## config.mk

```make
export PLATFORM = sky130hd
export DESIGN_NAME = memCtrl
export DESIGN_NICKNAME = d
export VERILOG_FILES = /design/src/verilog/memCtrlPkg.sv /design/src/verilog/memArbiter.sv /design/src/verilog/memSequencer.sv /design/src/verilog/byteAssembler.sv /design/src/verilog/memCtrl.sv
export SDC_FILE = /design/constraint.sdc
export NUM_CORES = 1
export LEC_CHECK = 0
export BUFFER_PORTS_ARGS = -buffer_cell sky130_fd_sc_hd__buf_2
export CORE_MARGIN = 2
export CORE_UTILIZATION = 50
export CTS_BUF_LIST = sky130_fd_sc_hd__clkbuf_16
export DETAILED_ROUTE_END_ITERATION = 12
export PLACE_DENSITY = 0.88
export SYNTH_ARGS = -nofsm -noshare
export SYNTH_HDL_FRONTEND = slang
export SYNTH_HIERARCHICAL = 1
export SYNTH_SLANG_ARGS = --single-unit
```

## constraint.sdc

```tcl
create_clock -name clk -period 3.3 [get_ports clk]
set_input_delay 0.33 -clock clk [delete_from_list [all_inputs] [get_ports clk]]
set_output_delay 0.33 -clock clk [all_outputs]
set_load 0.03 [all_outputs]
```

## src/verilog/memCtrlPkg.sv

```systemverilog
package memCtrlPkg;

    // bus widths
    localparam int ADDR_W         = 32;
    localparam int WORD_W         = 32;
    localparam int BYTE_W         = 8;
    localparam int BYTES_PER_WORD = 4;

    typedef logic [ADDR_W-1:0] addrT;
    typedef logic [WORD_W-1:0] wordT;
    typedef logic [BYTE_W-1:0] memByteT;

    // transfer length in bytes, legal values 1, 2, 4
    typedef logic [2:0] lenT;

    // byte position inside a transfer
    typedef logic [2:0] byteIdxT;

    // which port holds the RAM, same codes as the core's wait bus
    typedef enum logic [1:0] {
        OWN_NONE = 2'b00,
        OWN_DATA = 2'b01,
        OWN_INST = 2'b10
    } ownerE;

    typedef enum logic {
        ACC_LOAD  = 1'b0,
        ACC_STORE = 1'b1
    } accessE;

endpackage

```

## src/verilog/memArbiter.sv

```systemverilog
`timescale 1ns/1ps

module memArbiter (
    input  logic                 clk,
    input  logic                 rst,
    input  logic                 i_freeze,

    // data load/store port
    input  logic                 i_dataEn,
    input  memCtrlPkg::accessE   i_dataKind,
    input  memCtrlPkg::lenT      i_dataLen,
    input  memCtrlPkg::addrT     i_dataAddr,
    input  memCtrlPkg::wordT     i_dataWr,

    // instruction fetch port
    input  logic                 i_instEn,
    input  memCtrlPkg::addrT     i_instAddr,

    // progress from sequencer and assembler
    input  logic                 i_lastIssue,
    input  logic                 i_wordReady,

    // latched transfer
    output logic                 o_go,
    output memCtrlPkg::ownerE    o_owner,
    output memCtrlPkg::accessE   o_kind,
    output memCtrlPkg::addrT     o_base,
    output memCtrlPkg::lenT      o_len,
    output memCtrlPkg::wordT     o_storeWord,

    output logic                 o_dataDone,
    output logic                 o_instDone
);
    import memCtrlPkg::*;

    typedef enum logic [1:0] {
        ST_IDLE,
        ST_BUSY,
        ST_FINISH
    } stateE;

    stateE state;
    ownerE owner;
    logic  doneNow;

    // accept only from idle, and never while frozen
    assign o_go = (state == ST_IDLE) && !i_freeze && (i_dataEn || i_instEn);

    // stores finish right after the last write, reads when the last byte is back
    assign doneNow = (state == ST_FINISH) && !i_freeze &&
                     ((o_kind == ACC_STORE) || i_wordReady);

    assign o_dataDone = doneNow && (owner == OWN_DATA);
    assign o_instDone = doneNow && (owner == OWN_INST);
    assign o_owner    = owner;

    always_ff @(posedge clk) begin
        if (rst) begin
            state  <= ST_IDLE;
            owner  <= OWN_NONE;
            o_kind <= ACC_LOAD;
            o_base <= '0;
            o_len  <= '0;
        end else if (!i_freeze) begin
            case (state)
                ST_IDLE: begin
                    // data port has priority over fetch
                    if (i_dataEn) begin
                        state  <= ST_BUSY;
                        owner  <= OWN_DATA;
                        o_kind <= i_dataKind;
                        o_base <= i_dataAddr;
                        o_len  <= i_dataLen;
                    end else if (i_instEn) begin
                        state  <= ST_BUSY;
                        owner  <= OWN_INST;
                        o_kind <= ACC_LOAD;
                        o_base <= i_instAddr;
                        o_len  <= lenT'(BYTES_PER_WORD);
                    end
                end
                ST_BUSY: begin
                    if (i_lastIssue) begin
                        state <= ST_FINISH;
                    end
                end
                ST_FINISH: begin
                    if (doneNow) begin
                        state <= ST_IDLE;
                        owner <= OWN_NONE;
                    end
                end
                default: begin
                    state <= ST_IDLE;
                    owner <= OWN_NONE;
                end
            endcase
        end
    end

    // store data only matters for a granted store
    always_ff @(posedge clk) begin
        if (o_go && i_dataEn) begin
            o_storeWord <= i_dataWr;
        end
    end

endmodule

```

## src/verilog/memSequencer.sv

```systemverilog
`timescale 1ns/1ps

module memSequencer (
    input  logic                 clk,
    input  logic                 rst,
    input  logic                 i_freeze,

    // transfer from the arbiter
    input  logic                 i_go,
    input  memCtrlPkg::accessE   i_kind,
    input  memCtrlPkg::addrT     i_base,
    input  memCtrlPkg::lenT      i_len,
    input  memCtrlPkg::wordT     i_storeWord,

    // RAM side
    output memCtrlPkg::addrT     o_memAddr,
    output logic                 o_memWe,
    output memCtrlPkg::memByteT  o_memWrByte,

    output logic                 o_lastIssue,
    output logic                 o_readReturn,
    output memCtrlPkg::byteIdxT  o_returnIdx
);
    import memCtrlPkg::*;

    logic    active;
    logic    issue;
    logic    isStore;
    byteIdxT cnt;
    byteIdxT addrIdx;

    assign isStore = (i_kind == ACC_STORE);
    assign issue   = active && !i_freeze;

    assign o_lastIssue = active && (cnt == byteIdxT'(i_len - 3'd1));

    // keep the RAM pointed at a read still in flight while frozen,
    // so its byte is still on the bus when the freeze lifts
    assign addrIdx   = (i_freeze && o_readReturn) ? o_returnIdx : cnt;
    assign o_memAddr = i_base + addrT'(addrIdx);

    assign o_memWe     = issue && isStore;
    assign o_memWrByte = i_storeWord[{cnt[1:0], 3'b000} +: BYTE_W];

    always_ff @(posedge clk) begin
        if (rst) begin
            active <= 1'b0;
            cnt    <= '0;
        end else if (i_go) begin
            active <= 1'b1;
            cnt    <= '0;
        end else if (issue) begin
            if (o_lastIssue) begin
                active <= 1'b0;
            end else begin
                cnt <= cnt + 3'd1;
            end
        end
    end

    // read data shows up one cycle after its address
    always_ff @(posedge clk) begin
        if (rst) begin
            o_readReturn <= 1'b0;
            o_returnIdx  <= '0;
        end else if (!i_freeze) begin
            o_readReturn <= issue && !isStore;
            o_returnIdx  <= cnt;
        end
    end

endmodule

```

## src/verilog/byteAssembler.sv

```systemverilog
`timescale 1ns/1ps

module byteAssembler (
    input  logic                 clk,
    input  logic                 rst,
    input  logic                 i_freeze,

    input  logic                 i_readReturn,
    input  memCtrlPkg::byteIdxT  i_returnIdx,
    input  memCtrlPkg::lenT      i_len,
    input  memCtrlPkg::memByteT  i_memRdByte,

    output logic                 o_wordReady,
    output memCtrlPkg::wordT     o_word
);
    import memCtrlPkg::*;

    memByteT held [BYTES_PER_WORD];
    logic    lastByte;

    assign lastByte    = i_readReturn && (i_returnIdx == byteIdxT'(i_len - 3'd1));
    assign o_wordReady = lastByte;

    always_ff @(posedge clk) begin
        if (rst) begin
            for (int i = 0; i < BYTES_PER_WORD; i++) begin
                held[i] <= '0;
            end
        end else if (!i_freeze && i_readReturn) begin
            if (lastByte) begin
                // empty again for the next transfer
                for (int i = 0; i < BYTES_PER_WORD; i++) begin
                    held[i] <= '0;
                end
            end else begin
                held[i_returnIdx[1:0]] <= i_memRdByte;
            end
        end
    end

    // last byte comes straight from the RAM, unused upper bytes stay zero
    always_comb begin
        o_word = '0;
        for (int i = 0; i < BYTES_PER_WORD; i++) begin
            if (lastByte && (i_returnIdx[1:0] == 2'(i))) begin
                o_word[i*BYTE_W +: BYTE_W] = i_memRdByte;
            end else begin
                o_word[i*BYTE_W +: BYTE_W] = held[i];
            end
        end
    end

endmodule

```

## src/verilog/memCtrl.sv

```systemverilog
`timescale 1ns/1ps

module memCtrl (
    input  logic                 clk,
    input  logic                 rst,
    input  logic                 i_rdy,
    input  logic                 i_ioBufferFull,

    // byte-wide RAM
    input  memCtrlPkg::memByteT  i_memRdByte,
    output memCtrlPkg::addrT     o_memAddr,
    output logic                 o_memWe,
    output memCtrlPkg::memByteT  o_memWrByte,

    output memCtrlPkg::ownerE    o_owner,

    // instruction fetch
    input  logic                 i_instEn,
    input  memCtrlPkg::addrT     i_instAddr,
    output logic                 o_instDone,
    output memCtrlPkg::wordT     o_instWord,

    // data load/store
    input  logic                 i_dataEn,
    input  memCtrlPkg::accessE   i_dataKind,
    input  memCtrlPkg::lenT      i_dataLen,
    input  memCtrlPkg::addrT     i_dataAddr,
    input  memCtrlPkg::wordT     i_dataWr,
    output logic                 o_dataDone,
    output memCtrlPkg::wordT     o_dataRd
);
    import memCtrlPkg::*;

    logic    freeze;
    logic    go;
    logic    lastIssue;
    logic    wordReady;
    logic    readReturn;
    accessE  kind;
    addrT    base;
    lenT     len;
    wordT    storeWord;
    wordT    word;
    byteIdxT returnIdx;

    // whole controller stalls on either condition
    assign freeze = !i_rdy || i_ioBufferFull;

    memArbiter u_memArbiter (
        .clk(clk), .rst(rst), .i_freeze(freeze),
        .i_dataEn(i_dataEn), .i_dataKind(i_dataKind), .i_dataLen(i_dataLen),
        .i_dataAddr(i_dataAddr), .i_dataWr(i_dataWr),
        .i_instEn(i_instEn), .i_instAddr(i_instAddr),
        .i_lastIssue(lastIssue), .i_wordReady(wordReady),
        .o_go(go), .o_owner(o_owner), .o_kind(kind), .o_base(base), .o_len(len),
        .o_storeWord(storeWord), .o_dataDone(o_dataDone), .o_instDone(o_instDone)
    );

    memSequencer u_memSequencer (
        .clk(clk), .rst(rst), .i_freeze(freeze),
        .i_go(go), .i_kind(kind), .i_base(base), .i_len(len), .i_storeWord(storeWord),
        .o_memAddr(o_memAddr), .o_memWe(o_memWe), .o_memWrByte(o_memWrByte),
        .o_lastIssue(lastIssue), .o_readReturn(readReturn), .o_returnIdx(returnIdx)
    );

    byteAssembler u_byteAssembler (
        .clk(clk), .rst(rst), .i_freeze(freeze),
        .i_readReturn(readReturn), .i_returnIdx(returnIdx), .i_len(len),
        .i_memRdByte(i_memRdByte), .o_wordReady(wordReady), .o_word(word)
    );

    // each done already carries the owner, so it steers the word
    assign o_instWord = o_instDone ? word : '0;
    assign o_dataRd   = o_dataDone ? word : '0;

endmodule

```

# Yosys cells after proc, flatten, opt, wreduce, memory -nomap -nowiden
# Memory sizes are Yosys's and may differ from the RTL's.
# Cells that the tools add are included.
[totals]
ff_bits = 80
ram_bits = 32
n_memories = 1
out_inout_bits = 109
word_cells = 111
input_bits = 114
[op_classes]
n_bitwise = 7
reduce_logical = 36
shifts = 1
n_mux = 41
add_sub_neg = 3
eq_ne = 12
[mem_list]
columns = ["memory", "words", "width", "read_ports", "rd_clocked_by_memory_dff", "wr", "line", "text"]
rows = [
  ["u_byteAssembler.held", 4, 8, 4, 0, 4, "byteAssembler.sv:18", "memByteT held [BYTES_PER_WORD];"],
]
[op_table]
columns = ["operator", "count"]
rows = [
  ["32-bit 2-to-1 mux", 4],
  ["8-bit 2-to-1 mux", 9],
  ["32-bit by 3-bit adder with 32-bit output", 1],
  ["32-bit by 6-bit variable part select with 8-bit output", 1],
  ["1-bit logical AND", 18],
  ["1-bit 2-to-1 mux", 16],
  ["2-bit 2-to-1 mux", 7],
  ["2-bit case mux with 3 select lines", 2],
  ["3-bit 2-to-1 mux", 3],
  ["2-bit equality test, second input constant", 4],
  ["4-bit AND reduction", 2],
  ["8-bit OR reduction", 1],
  ["2-bit by 1-bit equality test with 1-bit output, second input constant", 3],
  ["3-bit equality test", 2],
  ["2-bit nonzero test", 3],
  ["2-bit zero test", 2],
  ["1-bit bitwise OR", 4],
  ["2-bit AND reduction", 2],
  ["3-bit by 1-bit adder with 3-bit output, second input constant", 1],
  ["1-bit zero test", 3],
  ["1-bit logical OR", 3],
  ["3-bit != test, second input constant", 1],
  ["1-bit NOT", 3],
  ["3-bit AND reduction", 1],
  ["4 further kinds", 4],
]

# Longest topological paths before layout
# Gate-level depths: netlist of the first run.
[depth]
depth_word = 9
mapped_depth = 11
ltp_nobuf = 10

# Modules after synthesis
# Netlist of the first run, hierarchy kept.
[by_module_without_submodules]
columns = ["module", "cells_each", "area_each_um2", "n_inst", "seq_area_each_um2"]
rows = [
  ["memArbiter", 227, 3034.2, 1, 1761.7],
  ["byteAssembler", 142, 1930.6, 1, 960.9],
  ["memSequencer", 158, 1426.4, 1, 160.2],
  ["memCtrl", 71, 469.2, 1, 0.0],
]

# Worst setup path before layout of the first run
# Ideal clock, no wire load.
[synth_path]
path_kind = "input to output"
start = "in i_ioBufferFull"
end = "out o_memAddr[10]"
path_slack_ps = -76
path_stages = 10
arrival_time_ps = 3046
cell_sequence = "nand2b_1 clkbuf_1 nand2_1 mux2_2 ha_1 inv_1 fa_1 nand2b_1 a2111oi_0 xor2_1"
[synth_via]
elab_chain_cells = 4
[synth_rtl]
columns = ["item", "line", "text"]
rows = [
  ["from (decl)", "memCtrl.sv:7", "input logic i_ioBufferFull,"],
  ["1-bit logical OR", "memCtrl.sv:47", "assign freeze = !i_rdy || i_ioBufferFull;"],
  ["1-bit logical AND", "memSequencer.sv:39", "assign addrIdx = (i_freeze && o_readReturn) ? o_returnIdx : cnt;"],
  ["3-bit 2-to-1 mux", "memSequencer.sv:39", ""],
  ["32-bit by 3-bit adder with 32-bit output", "memSequencer.sv:40", "assign o_memAddr = i_base + addrT'(addrIdx);"],
  ["to (decl)", "memCtrl.sv:11", "output memCtrlPkg::addrT o_memAddr,"],
]
# No other way between the ends.

# Final worst setup path of the first run
[layout_path]
start = "reg u_memSequencer.o_readReturn"
end = "out o_memAddr[30]"
[layout_via]
elab_chain_cells = 3
[layout_rtl]
columns = ["item", "line", "text"]
rows = [
  ["from (decl)", "memSequencer.sv:21", "output logic o_readReturn,"],
  ["from (signal assigned)", "memSequencer.sv:67", "o_readReturn <= issue && !isStore;"],
  ["1-bit logical AND", "memSequencer.sv:39", ""],
  ["3-bit 2-to-1 mux", "memSequencer.sv:39", ""],
  ["32-bit by 3-bit adder with 32-bit output", "memSequencer.sv:40", ""],
]
# No other way between the ends.

==> results of run 1 <==
-- sequential cells by signal (all words and copies together), names as in the netlist, 2 cells and up --
name,cells
u_memArbiter/o_storeWord,32
u_memArbiter/state,2
u_byteAssembler/held,32
u_memSequencer/o_returnIdx,3
u_memArbiter/o_base,32
u_memArbiter/o_len,3
u_memArbiter/o_owner,2
u_memSequencer/cnt,3
-- per-stage QoR --
stage	instances	utilization (%)	setup WS, ps	area [µm²]	TNS [ps]
6_report	991	64.0	101	8510	0
5_1_grt	991	64.0	-28.5	8510	-232
4_1_cts	987	63.3	30.4	8410	0
3_5_place_dp	970	60.4	242	8030	0
3_3_place_gp	970	60.4	277	8030	0
2_1_floorplan	598	-	-61.6	6860	-2120
-- kinds of logic after synthesis --
kind of cell               count (synthesis)  synth area share, %
DFF                                      112                 42.0
adders and majority gates                  7                 1.39
and+or+nand+nor                          209                 21.5
AOI/OAI and AO/OA                         94                 11.1
xor gates and xnor gates                  37                 5.25
muxes                                     80                 13.8
buffers and inverters                     59                 4.92
-- worst min-delay path by stage --
| stage | start | to | slack [ps] | cells after the start |
|---|---|---|---|---|
| final | i_dataWr[14] | u_memArbiter/o_storeWord[14] | 150 | 1 |
| after global routing | i_dataWr[28] | u_memArbiter/o_storeWord[28] | 130 | 1 |
| after CTS | i_dataWr[4] | u_memArbiter/o_storeWord[4] | 130 | 1 |
| after detailed placement | u_memArbiter/o_len[1] | u_memArbiter/o_len[1] | 480 | 2 |
| after global placement | u_memArbiter/o_len[1] | u_memArbiter/o_len[1] | 480 | 2 |
| after floorplan | rst | u_memSequencer/o_readReturn | 400 | 1 |
-- synthesized netlist by cell type (12+ instances only) --
| master | number | area [µm²] |
|---|---|---|
| a211oi_2 | 30 | 375 |
| a21oi_1 | 38 | 190 |
| and2_1 | 42 | 263 |
| and2_2 | 26 | 195 |
| buf_6 | 12 | 135 |
| dfxtp_1 | 48 | 961 |
| edfxtp_1 | 64 | 1920 |
| inv_1 | 16 | 60.1 |
| mux2_2 | 35 | 394 |
| mux2i_1 | 37 | 370 |
| nand2_1 | 29 | 109 |
| nor2_1 | 13 | 48.8 |
| nor3_2 | 34 | 340 |
| xnor2_1 | 14 | 123 |
| xor2_1 | 20 | 175 |
-- repair_timing --
item,4_1_cts,5_1_grt
resized for setup,7,24
hold buffers,0,0
pin swaps,1,2
setup buffers,1,1
setup endpoints to repair,69,74
cloned,0,3
-- power by group --
part,internal (mW),switching [mW],leakage (nW)
registers,1.53,0.0474,1.00
logic,0.178,0.265,2.49
clock network,0.744,0.503,0.164
total,2.45,0.815,3.65
-- per-layer routing --
layer,vias to the layer above,GRT usage [%]
met2,226,37.2
met1,2513,28.0
met3,31,3.05
met5,-,0
li1,2615,-
met4,2,8.91
-- worst max-delay path, stage by stage, from the launching register on --
cell and delay (ps):
dfxtp_2 400, nand2_1 150, mux2_2 250, ha_1 150
inv_1 50, fa_1 420, nor2b_2 220, o2111ai_4 200
nor4_4 290, xor2_1 170, buf_2 210
-- area by class of cell --
type	instances	area share [%]
repair buffers	241	15.2
flip-flops and latches	112	33.9
well taps	176	2.59
multi-input cells	427	43.4
clock buffers	9	2.65
clock inverters	7	1.40
inverters	19	0.867
==> impl_metrics.py, run 1 <==
metrics = {
    "sta": {
        "period_share_pct": 96.9,
        "setup_viol": 0,
        "rsz0062_at_grt": "true",
        "maxSlewViolCount": 0,
        "timing.clock.skew_ps": 5.46,
        "max_freq_mhz": 313,
        "period_needed_ps": 3200,
        "hold_viol_final": 0,
        "relSlewSlack_pct": 36.4,
        "tightest_slew_ps": 950,
        "hold_ws_ps": 148,
    },
    "layout": {
        "final_cell_mix": "buf_2 (212), edfxtp_1 (64), dfxtp_1 (46), and2_1 (42), a21oi_1 (38)",
        "multi_input_area_um2": 3700,
        "syn_to_final_growth_pct": 24.1,
        "register_area_um2": 2890,
        "antennaDiodeCount": 0,
        "layout_commonest_cell": "buf_2",
        "drive_gt1_share_pct": 51.9,
        "final_nets": 931,
        "nFillCells": 1016,
    },
    "critical_path": {
        "crit_fanout": 7,
        "cp_data_required_time_ps": 2970,
        "path_class": "flop to output pin",
        "arrival_ps": 2870,
        "cp-startpoint": "u_memSequencer/o_readReturn",
        "cp-start-kind": "flop",
        "endpoint": "o_memAddr[30]",
        "reg2reg_slack_ps": 970,
        "r2r_end": "u_byteAssembler/held[2][0]",
        "crit_path_end_kind": "output pin",
        "reg2reg_depth": 6,
        "worstReg2RegStart": "u_memArbiter/o_len[1]",
    },
    "routing": {
        "wl_met3_um": 1070,
        "wl_met1_um": 6540,
        "wl_met2_um": 7980,
        "remaining_drc_errors": 0,
        "routed.top_layer": "met5",
        "postRouteAntennaNets": 0,
        "drt_iter0_markers": 199,
        "wl_per_cell_um": 16.2,
        "wl_um": 16000,
        "vias": 5387,
        "drt_pass1_iterations": 5,
        "vias_per_cell": 5.44,
    },
    "floorplanning": {
        "fp.dieH_um": 121,
        "die-area_um2": 14700,
        "start_util_pct": 51.6,
        "rows": 42,
        "core_um2": 13300,
        "ios": 223,
        "die_width_um": 121,
    },
    "logic_synthesis": {
        "syn_inst": 598,
        "avgSynthCellArea_um2": 11.5,
        "async_flop_share_pct": 0,
        "synth_area_um2": 6860,
        "yosysSeqAreaShare_pct": 42.0,
        "synthDistinctLibCells": 70,
        "synth_edf_count": 64,
        "ys_warn_count": 6,
        "ys_seq_elements": 112,
        "syn_nets": 719,
        "synth_flop_cell": "edfxtp_1",
    },
    "grt": {
        "grt_pass1_wl_um": 25300,
        "grt_use_total_pct": 21.9,
        "overflow": 0,
        "grt_max_degree": 46,
        "grt_antenna_before_repair": 2,
        "grt_pass1_vias": 5084,
    },
    "cts": {
        "htreeDepth": 3,
        "clk_latency_ps": 350,
        "clock_path_buffers": 2,
        "cts.sink_count": 112,
        "cts_tree": "done",
        "root_buffer": "clkbuf_16",
        "numCtsBuffers": 9,
        "path_clk_slew_ps": 70,
    },
    "place": {
        "io_buffers": 222,
        "place_congestion": 0.864,
        "hpwl_um": 11400,
    },
    "pwr": {
        "p_leak_nw": 3.65,
        "total_power_mw": 3.27,
        "peakVddDrop_mv": 0.304,
        "p_per_area_nw_per_um2": 384,
    },
    "min_path": {
        "hp-class": "input port to flop",
    },
    "flow_run": {
        "maxCapViolations": 0,
    },
    "outcome": {
        "run_status": "finished clean",
    },
}
No activity file was read; power rests on OpenSTA's default activity.
==> inputs of run 2 (changes only) <==
- CORE_UTILIZATION: 50 -> 47
- PLACE_DENSITY: 0.88 -> not set
- PLACE_DENSITY_LB_ADDON: not set -> 0.08
- clock period: 3.3 -> 2.9 ns (I/O delays scaled with it)
==> impl_metrics.py, run 2 (synthesis results as in run 1) <==
metrics = {
    "floorplanning": {
        "rows": 44,
        "die-area_um2": 15600,
        "die_width_um": 125,
        "start_util_pct": 47.7,
        "core_um2": 14400,
        "fp.dieH_um": 125,
        "ios": 223,
    },
    "sta": {
        "timing.clock.skew_ps": 7.89,
        "fin_ws_ps": -141,
        "fin_setup_tns_ps": -5420,
        "maxSlewViolCount": 0,
        "setup_viol": 65,
        "tightest_slew_ps": 910,
        "rsz0062_at_grt": "true",
        "period_share_pct": 105,
        "period_needed_ps": 3040,
        "max_freq_mhz": 329,
        "hold_viol_final": 0,
        "relSlewSlack_pct": 39.3,
    },
    "pwr": {
        "total_power_mw": 3.70,
        "sw_frac_of_total_pct": 27.7,
        "power_switching_mw": 1.02,
        "share_clk_of_total_power_pct": 36.7,
        "seqPwrFrac_pct": 48.7,
        "combPwrFrac_pct": 14.7,
        "p_per_area_nw_per_um2": 384,
        "p_leak_nw": 4.05,
        "p_int_mw": 2.68,
        "peakVddDrop_mv": 0.364,
    },
    "layout": {
        "design_area_um2": 9630,
        "antennaDiodeCount": 0,
        "drive_gt1_share_pct": 62.0,
        "layout.cells.non_filler": 1028,
        "final_util_pct": 67.0,
        "nFillCells": 1105,
        "layout_commonest_cell": "buf_2",
        "reg.largest.list": "u_byteAssembler/held (32), u_memArbiter/o_base (32), u_memArbiter/o_storeWord (32)",
        "final_cell_mix": "buf_2 (153), buf_6 (79), edfxtp_1 (64), dfxtp_1 (43), a21oi_1 (38)",
        "syn_to_final_growth_pct": 40.3,
        "final_nets": 960,
    },
    "outcome": {
        "violations": "negative setup slack",
        "run_status": "complete, but fails checks",
    },
    "place": {
        "dp.cells": 985,
        "place_congestion": 0.807,
        "hpwl_um": 12200,
        "io_buffers": 222,
        "placed_cell_area_um2": 8420,
    },
    "critical_path": {
        "r2r_end": "u_byteAssembler/held[3][1]",
        "cp-startpoint": "u_memArbiter/o_len[1]",
        "crit_path_end_kind": "output pin",
        "worstReg2RegStart": "u_memArbiter/o_len[1]",
        "slowest_delay_ps": 460,
        "reg2reg_depth": 16,
        "cp_top_family": "simple AND/OR/NAND/NOR gates",
        "path_class": "flop to output pin",
        "crit_fanout": 8,
        "crit_buf_inv": 5,
        "cp-start-kind": "flop",
        "crit_chain": "inv_2 > ha_4 > xor2_2 > nand4_1 > inv_1 > nor2_2 > or4_4 > nor3b_4 > buf_6 > clkbuf_16 > and2_4 > buf_6",
        "arrival_ps": 2750,
        "slowest_stage": "or4_4",
        "path_common_cell": "buf_6",
        "cp_data_required_time_ps": 2610,
        "reg2reg_slack_ps": 180,
    },
    "cts": {
        "htreeDepth": 3,
        "path_clk_slew_ps": 80,
        "numCtsBuffers": 9,
        "clock_path_buffers": 2,
        "cts_tree": "done",
        "cts_hold_buf": 0,
        "root_buffer": "clkbuf_16",
        "cts.sink_count": 112,
        "clk_latency_ps": 350,
    },
    "routing": {
        "drt_pass1_iterations": 4,
        "vias": 5501,
        "wl_per_cell_um": 17.5,
        "remaining_drc_errors": 0,
        "wl_um": 18000,
        "postRouteAntennaNets": 0,
        "drt_iter0_markers": 320,
        "vias_per_cell": 5.35,
    },
    "min_path": {
        "hold_depth": 1,
        "hp-class": "input port to flop",
        "hold_end": "u_memArbiter/o_storeWord[21]",
        "hold_start": "i_dataWr[21]",
    },
    "grt": {
        "grt_use_total_pct": 23.1,
        "grt_antenna_before_repair": 0,
        "grt_max_degree": 38,
        "overflow": 0,
        "grt_pass1_wl_um": 29200,
        "grt_pass1_vias": 5709,
    },
    "flow_run": {
        "maxCapViolations": 0,
    },
}
[run 2: per-layer routing]
layer / up-vias / share of wire (%) / track usage (%)
li1: 2654 / - / -
met1: 2652 / 43 / 30.6
met5: - / 0 / 0
met3: 26 / 5.3 / 3.91
met2: 169 / 50 / 39.2
met4: 0 / 1.5 / 6.54
[run 2: timing repair]
item,in CTS,in global routing
pin swaps,8,8
buffers inserted,22,5
endpoints found under the setup margin,77,116
gates resized for setup,162,22
hold endpoints to repair,0,0
gates cloned,2,1
[run 2: cell type report]
class                   instances  area, µm²  area share [%]
inverters                      19       73.8           0.767
multi-input cells             427       4050            42.1
clock buffers                   9        225            2.34
clock inverters                 7        108            1.12
well taps                     184        230            2.39
repair buffers                270       2040            21.2
flip-flops and latches        112       2890            30.0
[run 2: worst max path at each step]
stage                          end  cells after the start
global placement     o_memAddr[30]                     12
global route        o_instWord[17]                     12
CTS                 o_instWord[15]                     12
floorplan            o_memAddr[10]                     10
finish              o_instWord[11]                     12
detailed placement   o_memAddr[30]                     12
[run 2: power groups by stage]
stage	Clock (mW)	Sequential [mW]	Combinational, mW
6_report	1.36	1.80	0.542
3_3_place_gp	0	1.83	0.510
5_1_grt	1.44	1.81	0.587
3_5_place_dp	0	1.84	0.522
2_1_floorplan	0	1.82	0.351
4_1_cts	1.38	1.80	0.537
[run 2: worst reg2reg max path: stages (launching register included)]
cell     delay [ps]
dfxtp_2         360
inv_2            50
ha_4            270
xor2_2          150
nand4_1         120
buf_4           150
buf_4           120
buf_6           110
buf_6           110
buf_6           110
buf_6           100
buf_6           100
buf_6           100
buf_6           100
buf_6           120
a31oi_1         150
buf_4           200
[run 2: through the flow]
step | setup slack [ps] | hold slack (ps)
after floorplan | 6.85 | 359
after global placement | 24.7 | 467
after detailed placement | -36.0 | 469
after CTS | -162 | 92.5
after global routing | -261 | 90.2
final | -141 | 105
==> inputs of run 3 (changes only) <==
- CORE_UTILIZATION: 47 -> 35
==> impl_metrics.py, run 3 (synthesis results as in run 1) <==
metrics = {
    "layout": {
        "final_cell_mix": "buf_2 (147), buf_6 (82), and2_4 (64), edfxtp_1 (64), dfxtp_1 (43)",
        "layout.cells.non_filler": 1109,
        "final_util_pct": 50.6,
        "antennaDiodeCount": 0,
        "syn_to_final_growth_pct": 42.6,
        "final_nets": 960,
        "design_area_um2": 9780,
        "layout_commonest_cell": "buf_2",
        "reg.largest.list": "u_byteAssembler/held (32), u_memArbiter/o_base (32), u_memArbiter/o_storeWord (32)",
        "drive_gt1_share_pct": 62.6,
        "nFillCells": 1717,
    },
    "critical_path": {
        "reg2reg_depth": 16,
        "crit_path_end_kind": "output pin",
        "worstReg2RegStart": "u_memArbiter/o_len[0]",
        "cp-start-kind": "flop",
        "r2r_end": "u_byteAssembler/held[1][2]",
        "arrival_ps": 2720,
        "path_class": "flop to output pin",
        "reg2reg_slack_ps": 130,
        "crit_fanout": 9,
        "cp_data_required_time_ps": 2610,
    },
    "routing": {
        "postRouteAntennaNets": 0,
        "vias_per_cell": 4.96,
        "drt_pass1_iterations": 4,
        "wl_um": 19300,
        "vias": 5501,
        "wl_per_cell_um": 17.4,
        "remaining_drc_errors": 0,
        "drt_iter0_markers": 246,
    },
    "place": {
        "placed_cell_area_um2": 8530,
        "place_ws_ps": -47.3,
        "io_buffers": 222,
        "dp.cells": 1068,
        "hpwl_um": 13100,
        "place_congestion": 0.822,
    },
    "sta": {
        "relSlewSlack_pct": 38.1,
        "max_freq_mhz": 333,
        "maxSlewViolCount": 0,
        "fin_ws_ps": -106,
        "hold_viol_final": 0,
        "timing.clock.skew_ps": 13.1,
        "hold_ws_ps": 103,
        "period_share_pct": 104,
        "fin_setup_tns_ps": -5140,
        "period_needed_ps": 3010,
        "rsz0062_at_grt": "true",
        "tightest_slew_ps": 929,
        "setup_viol": 64,
    },
    "grt": {
        "grt_use_total_pct": 17.5,
        "busiest_layer": "met2",
        "grt_use_met3_pct": 3.31,
        "grt_max_degree": 38,
        "grt_antenna_before_repair": 0,
        "grt_pass1_wl_um": 28300,
        "grt_use_met1_pct": 23.8,
        "grt_pass1_vias": 5293,
        "overflow": 0,
        "use_met2_pct": 28.8,
    },
    "cts": {
        "path_clk_slew_ps": 90,
        "numCtsBuffers": 9,
        "cts.sink_count": 112,
        "clock_path_buffers": 2,
        "htreeDepth": 3,
        "cts_tree": "done",
        "root_buffer": "clkbuf_16",
        "clk_latency_ps": 360,
    },
    "min_path": {
        "hold_end": "u_memArbiter/o_storeWord[22]",
        "hold_start": "i_dataWr[22]",
        "hp-class": "input port to flop",
        "hold_depth": 1,
    },
    "floorplanning": {
        "die-area_um2": 20700,
        "fp.dieH_um": 144,
        "start_util_pct": 35.5,
        "rows": 51,
        "die_width_um": 144,
        "ios": 223,
        "core_um2": 19300,
    },
    "outcome": {
        "run_status": "complete, but fails checks",
        "violations": "negative setup slack",
    },
    "pwr": {
        "p_int_mw": 2.58,
        "share_clk_of_total_power_pct": 34.6,
        "sw_frac_of_total_pct": 28.2,
        "seqPwrFrac_pct": 50.2,
        "p_leak_nw": 4.06,
        "peakVddDrop_mv": 0.269,
        "total_power_mw": 3.59,
        "combPwrFrac_pct": 15.2,
        "power_switching_mw": 1.01,
        "p_per_area_nw_per_um2": 367,
    },
    "flow_run": {
        "maxCapViolations": 0,
    },
}
[run 3: area by class of cell]
cell class | count | area, µm² | area share [%]
inverter | 19 | 73.8 | 0.755
sequential | 112 | 2890 | 29.6
multi-input combinational | 427 | 4110 | 42.1
timing repair buffer | 270 | 2070 | 21.2
clock buffer | 9 | 225 | 2.30
tap | 265 | 332 | 3.39
clock inverter | 7 | 71.3 | 0.729
[run 3: how the worst max path moves through the flow]
stage | end | from | cells after the start | slack [ps]
4_1_cts | o_instWord[22] | u_memArbiter/o_len[0] | 12 | -130
3_3_place_gp | o_memAddr[30] | i_ioBufferFull | 12 | 10
6_report | o_instWord[22] | u_memArbiter/o_len[0] | 12 | -110
2_1_floorplan | o_memAddr[10] | i_ioBufferFull | 10 | 7
3_5_place_dp | o_memAddr[24] | i_ioBufferFull | 12 | -50
5_1_grt | o_instWord[28] | u_memArbiter/o_len[1] | 12 | -220
[run 3: routing by layer]
layer / vias to the layer above / share of wire [%] / routed length (µm)
met2: 160 / 48 / 9300
met5: - / 0 / 0
met1: 2676 / 45 / 8730
met3: 16 / 5.4 / 1050
li1: 2649 / - / -
met4: 0 / 1.1 / 220
[run 3: power groups by stage]
stage	clock, mW	combinational [mW]	sequential (mW)
2_1_floorplan	0	0.351	1.82
3_3_place_gp	0	0.517	1.84
3_5_place_dp	0	0.525	1.84
4_1_cts	1.27	0.535	1.80
5_1_grt	1.34	0.589	1.81
6_report	1.24	0.545	1.80
[run 3: what timing repair did]
| action | CTS | global route |
|---|---|---|
| endpoints found under the hold margin | 0 | 0 |
| hold buffers | 0 | 0 |
| gates resized for setup | 162 | 75 |
| setup endpoints to repair | 79 | 115 |
| buffers inserted | 15 | 7 |
| pin swaps | 5 | 20 |
| gates cloned | 2 | 4 |
[run 3: critical path: stages, from the launching register on]
cell and delay (ps):
dfxtp_4 350, inv_2 40, ha_4 270, xor2_2 150
nand4_1 150, inv_2 100, nor2_2 40, or4_4 460
nor3b_4 240, buf_6 170, buf_12 130, and2_4 140
buf_6 120
